### config.mk
export PLATFORM = sky130hd
export DESIGN_NAME = flags_rf
export DESIGN_NICKNAME = d
export VERILOG_FILES = /design/src/flags_rf_pkg.sv /design/src/flags_rf.sv /design/src/flags_forward.sv /design/src/flags_clear_seq.sv /design/src/flags_tile_array.sv /design/src/flags_tile.sv
export SDC_FILE = /design/constraint.sdc
export NUM_CORES = 2
export LEC_CHECK = 0
export BUFFER_PORTS_ARGS = -buffer_cell sky130_fd_sc_hd__buf_2
export CORE_ASPECT_RATIO = 0.6
export CORE_MARGIN = 2
export CORE_UTILIZATION = 30
export DETAILED_ROUTE_END_ITERATION = 10
export PLACE_DENSITY_LB_ADDON = 0.1
export SLEW_MARGIN = 0
export SYNTH_ARGS = -nofsm -noshare
export SYNTH_HDL_FRONTEND = slang
export SYNTH_SLANG_ARGS = --single-unit
### constraint.sdc
create_clock -name clk -period 2.4 [get_ports clk]
set_input_delay 0.36 -clock clk [delete_from_list [all_inputs] [get_ports clk]]
set_output_delay 0.36 -clock clk [all_outputs]
set_load 0.1 [all_outputs]
### src/flags_rf_pkg.sv
// Shared widths, flags and entry types, pending value and clear sequencer state
package flags_rf_pkg;

  // Entry address width for 64 renamed registers
  localparam int ADDR_W = 6;

  // Low address bits that pick the tile
  localparam int TILE_BITS = 2;

  localparam int FLAG_W = 6;

  // Result write ports besides the allocate port
  localparam int NUM_WR = 3;

  typedef logic [FLAG_W-1:0] flag_t;

  // Pending bit sits above the flags
  typedef struct packed {
    logic  pending;
    flag_t flags;
  } entry_t;

  // Written by the allocate port
  localparam entry_t PENDING_ENTRY = '{pending: 1'b1, flags: '1};

  typedef enum logic {
    CLEAR_RUN,  // Zeroing one row per cycle
    CLEAR_IDLE
  } clear_state_e;

endpackage
### src/flags_rf.sv
// Top level flags register file with clear sequencer, tile array and forwarding
`timescale 1ns/1ps

module flags_rf #(
  parameter int ADDR_W    = flags_rf_pkg::ADDR_W,
  parameter int TILE_BITS = flags_rf_pkg::TILE_BITS
) (
  input  logic                                             clk,
  input  logic                                             rst,
  input  logic [flags_rf_pkg::NUM_WR-1:0]                  wr_en,
  input  logic [flags_rf_pkg::NUM_WR-1:0][ADDR_W-1:0]      wr_addr,
  input  flags_rf_pkg::flag_t [flags_rf_pkg::NUM_WR-1:0]   wr_flags,
  input  logic                                             alloc_en,
  input  logic [ADDR_W-1:0]                                alloc_addr,
  input  logic [ADDR_W-1:0]                                rd_addr,
  input  logic [ADDR_W-1:0]                                ret_addr,
  output flags_rf_pkg::entry_t                             rd_data,
  output logic [flags_rf_pkg::NUM_WR:0]                    rd_fwd,
  output flags_rf_pkg::flag_t                              ret_flags,
  output logic                                             clear_busy
);

  import flags_rf_pkg::*;

  localparam int ROW_W = ADDR_W - TILE_BITS;

  logic              wr0_en_gated;
  logic              clr_en;
  logic [ROW_W-1:0]  clr_row;
  logic [NUM_WR-1:0] wr_en_int;
  entry_t            ram_entry;

  assign wr_en_int = {wr_en[NUM_WR-1:1], wr0_en_gated};

  flags_clear_seq #(
    .ROW_W (ROW_W)
  ) u_clear_seq (
    .clk          (clk),
    .rst          (rst),
    .wr0_en       (wr_en[0]),
    .wr0_en_gated (wr0_en_gated),
    .clr_en       (clr_en),
    .clr_row      (clr_row),
    .clear_busy   (clear_busy)
  );

  flags_tile_array #(
    .ADDR_W    (ADDR_W),
    .TILE_BITS (TILE_BITS)
  ) u_tile_array (
    .clk        (clk),
    .rst        (rst),
    .wr_en      (wr_en_int),
    .wr_addr    (wr_addr),
    .wr_flags   (wr_flags),
    .alloc_en   (alloc_en),
    .alloc_addr (alloc_addr),
    .clr_en     (clr_en),
    .clr_row    (clr_row),
    .rd_addr    (rd_addr),
    .ret_addr   (ret_addr),
    .rd_entry   (ram_entry),
    .ret_flags  (ret_flags)
  );

  flags_forward #(
    .ADDR_W (ADDR_W)
  ) u_forward (
    .clk        (clk),
    .rst        (rst),
    .rd_addr    (rd_addr),
    .ram_entry  (ram_entry),
    .wr_en      (wr_en_int),
    .wr_addr    (wr_addr),
    .wr_flags   (wr_flags),
    .alloc_en   (alloc_en),
    .alloc_addr (alloc_addr),
    .rd_data    (rd_data),
    .rd_fwd     (rd_fwd)
  );

endmodule

### src/flags_forward.sv
// Zero-cycle forwarding of same-cycle writes and allocates onto the read data
`timescale 1ns/1ps

module flags_forward #(
  parameter int ADDR_W = flags_rf_pkg::ADDR_W
) (
  input  logic                                             clk,
  input  logic                                             rst,
  input  logic [ADDR_W-1:0]                                rd_addr,
  input  flags_rf_pkg::entry_t                             ram_entry,
  input  logic [flags_rf_pkg::NUM_WR-1:0]                  wr_en,
  input  logic [flags_rf_pkg::NUM_WR-1:0][ADDR_W-1:0]      wr_addr,
  input  flags_rf_pkg::flag_t [flags_rf_pkg::NUM_WR-1:0]   wr_flags,
  input  logic                                             alloc_en,
  input  logic [ADDR_W-1:0]                                alloc_addr,
  output flags_rf_pkg::entry_t                             rd_data,
  output logic [flags_rf_pkg::NUM_WR:0]                    rd_fwd
);

  import flags_rf_pkg::*;

  logic [ADDR_W-1:0] rd_addr_q;

  // Same address the tiles hold this cycle
  always_ff @(posedge clk)
  begin
    if (rst)
    begin
      rd_addr_q <= '0;
    end
    else
    begin
      rd_addr_q <= rd_addr;
    end
  end

  // Port 0 enable arrives already gated by the clear sequencer
  always_comb
  begin
    rd_data = ram_entry;
    rd_fwd  = '0;
    for (int i = 0; i < NUM_WR; i++)
    begin
      if (wr_en[i] && (wr_addr[i] == rd_addr_q))
      begin
        rd_data   = '{pending: 1'b0, flags: wr_flags[i]}; // Higher port overrides
        rd_fwd    = '0;
        rd_fwd[i] = 1'b1;
      end
    end
    if (alloc_en && (alloc_addr == rd_addr_q))
    begin
      rd_data        = PENDING_ENTRY;
      rd_fwd         = '0;
      rd_fwd[NUM_WR] = 1'b1; // Allocate is the top bit
    end
  end

endmodule

### src/flags_clear_seq.sv
// Post-reset clear sequencer that borrows write port 0 while it runs
`timescale 1ns/1ps

module flags_clear_seq #(
  parameter int ROW_W = 4
) (
  input  logic             clk,
  input  logic             rst,
  input  logic             wr0_en,
  output logic             wr0_en_gated,
  output logic             clr_en,
  output logic [ROW_W-1:0] clr_row,
  output logic             clear_busy
);

  import flags_rf_pkg::*;

  clear_state_e     state_q;
  logic [ROW_W-1:0] row_q;

  always_ff @(posedge clk)
  begin
    if (rst)
    begin
      state_q <= CLEAR_RUN;
      row_q   <= '0;
    end
    else if (state_q == CLEAR_RUN)
    begin
      row_q <= row_q + 1'b1;
      if (row_q == {ROW_W{1'b1}})
      begin
        state_q <= CLEAR_IDLE; // Last row done
      end
    end
  end

  assign clr_en     = (state_q == CLEAR_RUN);
  assign clr_row    = row_q;
  assign clear_busy = clr_en;

  // Outside port 0 is dropped during the clear
  assign wr0_en_gated = wr0_en && !clr_en;

endmodule

### src/flags_tile_array.sv
// Tile select decode, array of storage tiles and read output selection
`timescale 1ns/1ps

module flags_tile_array #(
  parameter int ADDR_W    = flags_rf_pkg::ADDR_W,
  parameter int TILE_BITS = flags_rf_pkg::TILE_BITS
) (
  input  logic                                             clk,
  input  logic                                             rst,
  input  logic [flags_rf_pkg::NUM_WR-1:0]                  wr_en,
  input  logic [flags_rf_pkg::NUM_WR-1:0][ADDR_W-1:0]      wr_addr,
  input  flags_rf_pkg::flag_t [flags_rf_pkg::NUM_WR-1:0]   wr_flags,
  input  logic                                             alloc_en,
  input  logic [ADDR_W-1:0]                                alloc_addr,
  input  logic                                             clr_en,
  input  logic [ADDR_W-TILE_BITS-1:0]                      clr_row,
  input  logic [ADDR_W-1:0]                                rd_addr,
  input  logic [ADDR_W-1:0]                                ret_addr,
  output flags_rf_pkg::entry_t                             rd_entry,
  output flags_rf_pkg::flag_t                              ret_flags
);

  import flags_rf_pkg::*;

  localparam int ROW_W = ADDR_W - TILE_BITS;
  localparam int TILES = 2 ** TILE_BITS;
  localparam int ROWS  = 2 ** ROW_W;

  logic [NUM_WR-1:0][ROW_W-1:0] wr_row;

  entry_t tile_rd_entry  [TILES];
  flag_t  tile_ret_flags [TILES];

  logic [TILE_BITS-1:0] rd_sel_q;
  logic [TILE_BITS-1:0] ret_sel_q;

  // Row part is the same for every tile
  always_comb
  begin
    for (int i = 0; i < NUM_WR; i++)
    begin
      wr_row[i] = wr_addr[i][ADDR_W-1:TILE_BITS];
    end
  end

  for (genvar t = 0; t < TILES; t++)
  begin : g_tile
    logic [NUM_WR-1:0] tile_wr_en;
    logic              tile_alloc_en;

    always_comb
    begin
      for (int i = 0; i < NUM_WR; i++)
      begin
        tile_wr_en[i] = wr_en[i] && (wr_addr[i][TILE_BITS-1:0] == TILE_BITS'(t));
      end
    end

    assign tile_alloc_en = alloc_en && (alloc_addr[TILE_BITS-1:0] == TILE_BITS'(t));

    flags_tile #(
      .ROWS (ROWS)
    ) u_tile (
      .clk       (clk),
      .rst       (rst),
      .wr_en     (tile_wr_en),
      .wr_row    (wr_row),
      .wr_flags  (wr_flags),
      .alloc_en  (tile_alloc_en),
      .alloc_row (alloc_addr[ADDR_W-1:TILE_BITS]),
      .clr_en    (clr_en),
      .clr_row   (clr_row),
      .rd_row    (rd_addr[ADDR_W-1:TILE_BITS]),
      .ret_row   (ret_addr[ADDR_W-1:TILE_BITS]),
      .rd_entry  (tile_rd_entry[t]),
      .ret_flags (tile_ret_flags[t])
    );
  end

  // Tile selects follow the tiles' own address registers
  always_ff @(posedge clk)
  begin
    if (rst)
    begin
      rd_sel_q  <= '0;
      ret_sel_q <= '0;
    end
    else
    begin
      rd_sel_q  <= rd_addr[TILE_BITS-1:0];
      ret_sel_q <= ret_addr[TILE_BITS-1:0];
    end
  end

  assign rd_entry  = tile_rd_entry[rd_sel_q];
  assign ret_flags = tile_ret_flags[ret_sel_q];

endmodule

### src/flags_tile.sv
// One storage tile with result writes, allocate, clear, speculative and retire reads
`timescale 1ns/1ps

module flags_tile #(
  parameter int ROWS = 16
) (
  input  logic                                                  clk,
  input  logic                                                  rst,
  input  logic [flags_rf_pkg::NUM_WR-1:0]                       wr_en,
  input  logic [flags_rf_pkg::NUM_WR-1:0][$clog2(ROWS)-1:0]     wr_row,
  input  flags_rf_pkg::flag_t [flags_rf_pkg::NUM_WR-1:0]        wr_flags,
  input  logic                                                  alloc_en,
  input  logic [$clog2(ROWS)-1:0]                               alloc_row,
  input  logic                                                  clr_en,
  input  logic [$clog2(ROWS)-1:0]                               clr_row,
  input  logic [$clog2(ROWS)-1:0]                               rd_row,
  input  logic [$clog2(ROWS)-1:0]                               ret_row,
  output flags_rf_pkg::entry_t                                  rd_entry,
  output flags_rf_pkg::flag_t                                   ret_flags
);

  import flags_rf_pkg::*;

  localparam int ROW_W = $clog2(ROWS);

  entry_t mem [ROWS];

  logic [ROW_W-1:0] rd_row_q;
  logic [ROW_W-1:0] ret_row_q;

  // Later assignments win, so the allocate has the last word
  always_ff @(posedge clk)
  begin
    if (clr_en)
    begin
      mem[clr_row] <= '0;
    end
    for (int i = 0; i < NUM_WR; i++)
    begin
      if (wr_en[i])
      begin
        mem[wr_row[i]] <= '{pending: 1'b0, flags: wr_flags[i]};
      end
    end
    if (alloc_en)
    begin
      mem[alloc_row] <= PENDING_ENTRY;
    end
  end

  always_ff @(posedge clk)
  begin
    if (rst)
    begin
      rd_row_q  <= '0;
      ret_row_q <= '0;
    end
    else
    begin
      rd_row_q  <= rd_row;
      ret_row_q <= ret_row;
    end
  end

  // Read after the edge, so a write on the capture edge is seen
  assign rd_entry  = mem[rd_row_q];
  assign ret_flags = mem[ret_row_q].flags;

endmodule

## Yosys cells after proc, flatten, opt, wreduce, memory -nomap -nowiden

Memory sizes are Yosys's and may differ from the RTL's. A register that Yosys moved wholly into a read port is not among the register bits.
Cells that the tools add are included.

- Register bits: 15
- Bits in writable memories: 448
- Bits of input ports: 60
- Memories: 4
- Output and inout port bits: 18

Memory list:

| name | depth | width | read ports | clocked after memory_dff | write ports | RTL line | source |
|---|---|---|---|---|---|---|---|
| u_tile_array.g_tile[0].u_tile.mem | 16 | 7 | 2 | 2 | 4 | flags_tile.sv:26 | `entry_t mem [ROWS];` |
| u_tile_array.g_tile[1].u_tile.mem | 16 | 7 | 2 | 2 | 4 | flags_tile.sv:26 |  |
| u_tile_array.g_tile[2].u_tile.mem | 16 | 7 | 2 | 2 | 4 | flags_tile.sv:26 |  |
| u_tile_array.g_tile[3].u_tile.mem | 16 | 7 | 2 | 2 | 4 | flags_tile.sv:26 |  |

- Order comparisons: 2
- Muxes and demuxes: 69
- Equality and inequality tests: 17
- Add/subtract/negate cells: 1
- Reduce and logical (&&, ||, !) cells: 29
- Bitwise operators: 3

Operators by type and width:

| cell | number |
|---|---|
| $mux 7 | 10 |
| $mux 4 | 13 |
| $mux 1 | 40 |
| $reduce_or 7->1 | 4 |
| $eq 6x6->1 | 4 |
| $logic_and 1x1->1 | 21 |
| $eq 2x2->1 const B | 8 |
| $bmux 7 s2 | 1 |
| $bmux 6 s2 | 1 |
| $mux 6 | 2 |
| $eq 2x1->1 const B | 4 |
| $logic_not 2->1 | 4 |
| $ge 3x3->1 const B | 2 |
| $not 2->3 | 2 |
| $add 4x1->4 const B | 1 |
| $eq 4x4->1 const B | 1 |
| $mux 3 | 1 |
| $mux 2 | 1 |
| $not 1->1 | 1 |

## Longest topological paths before layout

- Depth after elaboration: 8
- Depth in mapped cells: 11

## Hierarchy

A second synthesis with hierarchy kept.

- Cells, all modules: 4388
- Area, all modules: 37524.7 um^2

Modules (own cells, without submodules):

| module | instances | cells each | area each (um^2) |
|---|---|---|---|
| flags_tile | 4 | 1059 | 9011.1 |
| flags_forward | 1 | 91 | 724.4 |
| flags_tile_array | 1 | 40 | 549.3 |
| flags_clear_seq | 1 | 21 | 206.4 |

## Worst setup path after synthesis

OpenSTA, ideal clock, no wires.

- Kind: input-to-output
- From: input wr_addr[12] in the netlist's numbering
- To: output rd_fwd[0] in the netlist's numbering
- Stages: 7
- Arrival time: 4073 ps
- Path buffers: 2
- Slack: -2033 ps
- Required time: 2040 ps
- Cell sequence: buf_2 xnor2_1 nand4_1 or3_1 clkbuf_1 nand2_1 nor4_1

- Longest elaborated chain between the ends: 4

RTL lines:

| what | RTL line | source |
|---|---|---|
| start: declaration | flags_rf.sv:11 | `input logic [flags_rf_pkg::NUM_WR-1:0][ADDR_W-1:0] wr_addr,` |
| $eq 6x6->1 | flags_forward.sv:44 | `if (wr_en[i] && (wr_addr[i] == rd_addr_q))` |
| $logic_and 1x1->1 | flags_forward.sv:44 |  |
| $mux 3 | flags_forward.sv:44 |  |
| $mux 4 | flags_forward.sv:51 | `if (alloc_en && (alloc_addr == rd_addr_q))` |
| end: declaration | flags_rf.sv:18 | `output logic [flags_rf_pkg::NUM_WR:0] rd_fwd,` |

No other way between the ends.

==> impl_results.html <==
<table>
<tr><th>Metric</th><th>Value</th></tr>
<tr><th colspan="2">Floorplan</th></tr>
<tr><td>Count of standard-cell rows</td><td>between 90 and 100</td></tr>
<tr><td>Core Region</td><td>roughly 110000 sq um</td></tr>
<tr><td>Number of I/O pins</td><td>78</td></tr>
<tr><td>Effective utilization at floorplan</td><td>~30%</td></tr>
<tr><td>Total die area</td><td>114100 sq um</td></tr>
<tr><td>Die height</td><td>262.5 microns</td></tr>
<tr><td>Width of the die</td><td>434.8 microns</td></tr>
<tr><th colspan="2">Power and ir drop</th></tr>
<tr><td>Static leakage power</td><td>19.55 nW</td></tr>
<tr><td>Power density cells</td><td>626.0 nW/um^2</td></tr>
<tr><td>Total Power</td><td>around 29 mW</td></tr>
<tr><td>Part of the power in the clock network</td><td>32.8%</td></tr>
<tr><td>Share of power burned in registers</td><td>between 30% and 40%</td></tr>
<tr><td>Combinational share of power</td><td>roughly 30%</td></tr>
<tr><td>Internal power</td><td>about 19 mW</td></tr>
<tr><td>Psw</td><td>around 10 mW</td></tr>
<tr><td>Maximum vdd ir drop</td><td>0.5346 mV</td></tr>
<tr><td>Switching power share of the total</td><td>between 30% and 40%</td></tr>
<tr><th colspan="2">Final layout</th></tr>
<tr><td>Number of filler instances in the final layout</td><td>10981</td></tr>
<tr><td>Nets@finish</td><td>about 4800</td></tr>
<tr><td>Final standard cell count with taps included and fillers excluded</td><td>roughly 6200</td></tr>
<tr><td>Area added between synthesis and finish</td><td>38.15%</td></tr>
<tr><td>Non-Filler Cell Area, Final</td><td>around 46000 sq um</td></tr>
<tr><td>Fraction of final layout cells sized beyond drive strength 1</td><td>about a third</td></tr>
<tr><th colspan="2">Synth</th></tr>
<tr><td>Part of the Yosys area used for sequential elements</td><td>27.86%</td></tr>
<tr><td>Post-Synthesis Cell Area</td><td>33410 sq um</td></tr>
<tr><td>Leading cell types by total area after synthesis</td><td>dfxtp_1, mux4_2, mux2i_1</td></tr>
<tr><td>Synth warn</td><td>0</td></tr>
<tr><td>Post-synthesis mux area share</td><td>26.03%</td></tr>
<tr><td>Post-Synthesis Mean Instance Area</td><td>8.272 sq um</td></tr>
<tr><td>Cell taking the most area after synthesis</td><td>dfxtp_1</td></tr>
<tr><td>Share of the synthesized area in the top cell type</td><td>27.86%</td></tr>
<tr><td>Cell count after synthesis</td><td>4039</td></tr>
<tr><td>Number of nets produced by synthesis</td><td>4100</td></tr>
<tr><td>Simple-Gate Fraction of Synth Area</td><td>22.81%</td></tr>
<tr><td>Most used flip-flop cell after synthesis</td><td>dfxtp_1</td></tr>
<tr><td>Parity-gate share of the synthesized area counting xor and xnor cells</td><td>0.7078%</td></tr>
<tr><td>Register bit count reported by yosys</td><td>465</td></tr>
<tr><td>Number of enable-type register cells in the synthesized netlist</td><td>0</td></tr>
<tr><td>Number of distinct library cell variants in the gate-level netlist after synthesis</td><td>84</td></tr>
<tr><td>Synth async-reset ratio</td><td>0%</td></tr>
<tr><td>Compound-Gate Fraction of Synth Area</td><td>16.86%</td></tr>
<tr><td>Largest family of logic cells by synthesized area</td><td>multiplexers</td></tr>
<tr><td>Fraction of the mapped netlist area in adder cells</td><td>less than 1%</td></tr>
<tr><th colspan="2">STA</th></tr>
<tr><td>Maximum clock rate</td><td>between 0.2 and 0.3 GHz</td></tr>
<tr><td>Relative slew slack</td><td>41.41%</td></tr>
<tr><td>Setup violations, final</td><td>17</td></tr>
<tr><td>Final critical-path setup slack</td><td>-1.220 ns</td></tr>
<tr><td>Slew at the pin closest to its max-slew limit</td><td>0.8721 ns</td></tr>
<tr><td>Fin Clk Skew</td><td>0.01944 ns</td></tr>
<tr><td>Final Hold Fails</td><td>0</td></tr>
<tr><td>Unrepaired setup endpoints after global routing</td><td>yes</td></tr>
<tr><td>Setup_tns</td><td>-17.24 ns</td></tr>
<tr><td>Final cycle utilization of the critical path</td><td>150.8%</td></tr>
<tr><td>Final Critical Period</td><td>3.620 ns</td></tr>
<tr><td>Number of pins exceeding their max-slew limit in the final report</td><td>0</td></tr>
<tr><th colspan="2">Run status</th></tr>
<tr><td>Violated checks</td><td>negative setup slack</td></tr>
<tr><td>Result of the run</td><td>complete, but fails checks</td></tr>
<tr><th colspan="2">Critical path</th></tr>
<tr><td>Kind of cell adding the most delay to the critical path</td><td>compound AO/OA/AOI/OAI gates</td></tr>
<tr><td>Number of buffers and inverters on the critical path</td><td>4</td></tr>
<tr><td>Critical Path Source Type</td><td>register</td></tr>
<tr><td>Critical Path Fanout Max</td><td>7</td></tr>
<tr><td>Most used cell, CP</td><td>buf_12</td></tr>
<tr><td>Critical path type</td><td>reg -&gt; out</td></tr>
<tr><td>CP endpoint kind</td><td>primary output</td></tr>
<tr><td>Series of cell instances along the critical path</td><td>buf_12 &gt; inv_1 &gt; buf_12 &gt; nand3_1 &gt; o22ai_1 &gt; a211o_1 &gt; a211o_1 &gt; a22oi_2 &gt; buf_12</td></tr>
<tr><td>Data arrival at the endpoint of the critical path</td><td>3.26 ns</td></tr>
<tr><td>Highest-delay cell along the critical path</td><td>a22oi_2</td></tr>
<tr><td>Stage delay of the slowest cell on the critical path</td><td>approximately 0.37 ns</td></tr>
<tr><td>Required time reported for the critical path endpoint</td><td>2.04 ns</td></tr>
<tr><th colspan="2">Routing</th></tr>
<tr><td>Detailed Route WL</td><td>208100 microns</td></tr>
<tr><td>Vias after detailed routing</td><td>37270</td></tr>
<tr><td>Number of remaining DRC errors</td><td>0</td></tr>
<tr><td>Routed length per instance</td><td>between 30 and 40 microns</td></tr>
<tr><td>First-pass iteration count of the detailed router</td><td>7</td></tr>
<tr><td>Residual antenna-violating net count after detailed routing</td><td>0</td></tr>
<tr><td>DRT iter0 DRCs</td><td>5867</td></tr>
<tr><td>Via density per instance</td><td>5.968</td></tr>
<tr><th colspan="2">Place</th></tr>
<tr><td>Gpl congestion</td><td>around 1.1</td></tr>
<tr><td>Detailed placement HPWL</td><td>152900 microns</td></tr>
<tr><td># placed instances</td><td>between 6000 and 7000</td></tr>
<tr><td>Worst setup slack before clock tree synthesis</td><td>-1.267 ns</td></tr>
<tr><td>Port buffer count</td><td>77</td></tr>
<tr><td>Post-Place Cell Area</td><td>approximately 43000 sq um</td></tr>
<tr><th colspan="2">CTS</th></tr>
<tr><td>Clk root buf</td><td>clkbuf_16</td></tr>
<tr><td>CTS Buffer Depth</td><td>3</td></tr>
<tr><td>Number of CTS-inserted buffers</td><td>between 50 and 60</td></tr>
<tr><td>Worst-skew pair later-pin latency</td><td>0.68 ns</td></tr>
<tr><td>Number of sinks on the clock net</td><td>roughly 470</td></tr>
<tr><td>Worst-path clk slew</td><td>0.07 ns</td></tr>
<tr><td>H-tree depth</td><td>2</td></tr>
<tr><td>CTS tree</td><td>built</td></tr>
<tr><th colspan="2">Global route</th></tr>
<tr><td>Pin count of the biggest net entering global routing</td><td>65</td></tr>
<tr><td>Wire length of the first global-routing pass</td><td>282800 microns</td></tr>
<tr><td>Overflow left after global routing</td><td>0</td></tr>
<tr><td>Overall routing resource usage</td><td>35.14%</td></tr>
<tr><td>Via count of the first global-routing pass</td><td>33898</td></tr>
<tr><td>Antenna violations before repair</td><td>18</td></tr>
<tr><th colspan="2">Job</th></tr>
<tr><td>Number of maximum-capacitance constraint violations</td><td>0</td></tr>
<tr><th colspan="2">Hold path</th></tr>
<tr><td>HP Class</td><td>in -&gt; reg</td></tr>
</table>
[cells in the final DEF, fill, tap and decap left out, types with 8 or more instances in the layout]
| cell type | netlist | routed |
|---|---|---|
| clkinv_2 | 0 | 11 |
| o211ai_1 | 145 | 145 |
| buf_2 | 150 | 49 |
| or2_2 | 13 | 10 |
| o21ai_1 | 21 | 24 |
| o21ai_0 | 150 | 146 |
| a21oi_1 | 196 | 186 |
| a221oi_4 | 4 | 18 |
| and2_1 | 35 | 32 |
| nor2_2 | 17 | 18 |
| nand2_1 | 909 | 905 |
| nand3_1 | 348 | 346 |
| nand2b_1 | 22 | 22 |
| o22ai_1 | 16 | 9 |
| xnor2_1 | 21 | 18 |
| mux4_2 | 203 | 203 |
| dfxtp_1 | 465 | 456 |
| a22oi_1 | 36 | 18 |
| a21oi_2 | 0 | 10 |
| nor2_1 | 203 | 199 |
| buf_6 | 5 | 30 |
| a221oi_2 | 17 | 13 |
| clkbuf_8 | 0 | 10 |
| buf_4 | 13 | 794 |
| nor2b_1 | 31 | 26 |
| mux2i_1 | 404 | 396 |
| nor3_1 | 25 | 8 |
| clkbuf_16 | 0 | 56 |
| a211o_1 | 86 | 86 |
| buf_12 | 0 | 148 |
| nor3_4 | 1 | 11 |
| a22oi_2 | 0 | 18 |
| a221oi_1 | 53 | 43 |
| bufinv_16 | 0 | 9 |
| dlygate4sd3_1 | 0 | 11 |
| a311o_1 | 42 | 42 |
[per-layer routing]
metal | GRT usage, % | wire length, microns | vias up
li1 | - | - | 16125
met1 | 51.91 | 91910 | 18313
met2 | 46.28 | 79070 | 2476
met3 | 12.76 | 29810 | 346
met4 | 11.12 | 7214 | 10
met5 | 0 | 63 | -
[final timing paths]
check             slack [ns]                                  endpoint  cells after the start                                startpoint
hold / removal          0.02                    u_forward.rd_addr_q[5]                      2                                rd_addr[5]
setup / recovery       -1.22                                rd_data[0]                      9                    u_forward.rd_addr_q[5]
hold reg to reg         0.44  u_tile_array.g_tile[1].u_tile.mem[15][6]                      2  u_tile_array.g_tile[1].u_tile.mem[15][6]
setup reg to reg        0.02  u_tile_array.g_tile[1].u_tile.mem[15][5]                     11                       u_clear_seq.state_q
[power groups by stage]
stage,Sequential (mW),Clock (mW),Combinational (mW)
2_1_floorplan,9.95,0,3.93
3_3_place_gp,10.9,0,7.85
3_5_place_dp,10.8,0,7.88
4_1_cts,10.7,9.52,8.21
5_1_grt,10.8,9.82,8.89
6_report,10.8,9.47,8.59
[cells by family (layout without fill, tap and decap cells)]
logic type / after synthesis / count (layout)
adder cells (fa/ha/maj): 1 / 1
multiplexers: 613 / 613
AND/OR/NAND/NOR: 1694 / 1694
AO/OA/AOI/OAI: 806 / 806
other: 0 / 5
flip-flops: 465 / 465
XOR/XNOR: 27 / 27
buffers and inverters: 433 / 1146
[state kept, by name, indices dropped and copies added, names as in the netlist, named ones only]
register,flops
u_clear_seq.clr_row,4
u_clear_seq.state_q,1
u_forward.rd_addr_q,6
u_tile_array.g_tile.u_tile.mem,448
u_tile_array.ret_sel_q,2
[per-stage QoR]
step / utilization [%] / hold slack [ns]
6_report: 41.97 / 0.01949
5_1_grt: 41.97 / 0.02036
4_1_cts: 41.51 / 0.009039
3_5_place_dp: 38.77 / 0.4326
3_3_place_gp: 38.77 / 0.4322
2_1_floorplan: - / 0.4185
[cells in the mapped netlist, drive strengths merged (37+ instances only)]
cell	n
a211o	86
a21oi	196
a221oi	74
a311o	42
and2	37
buf	198
clkbuf	226
dfxtp	465
mux2i	405
mux4	203
nand2	909
nand3	348
nor2	221
o211ai	145
o21ai	171
[final cells by class]
cell class	count	area, sq um	area share (%)
Inverter	9	50.05	0.1084
Multi-Input combinational cell	3141	23220	50.31
Clock inverter	26	370.4	0.8024
Antenna cell	5	12.51	0.02711
Timing Repair Buffer	1039	9769	21.17
Sequential cell	465	9333	20.22
Tap cell	1488	1862	4.034
Clock buffer	72	1540	3.337
[worst reg2reg max path, cell delays in order, from the launching register on]
cell and delay (ns):
dfxtp_2 0.34, buf_6 0.13, buf_4 0.17, nand4b_1 0.11, buf_4 0.17, buf_4 0.14
mux2i_1 0.15, buf_4 0.23, nand2_1 0.08, o221a_2 0.36, a211o_1 0.31, nand3_1 0.10
[what timing repair did]
item / CTS / global route
endpoints found under the setup margin: 193 / 251
gates resized for setup: 160 / 67
pin swaps: 15 / 13
hold buffers: 11 / 0
hold endpoints to repair: 11 / 0
gates cloned: 4 / 2
setup buffers: 17 / 15
Note: power is estimated with default switching activity, not from simulation.
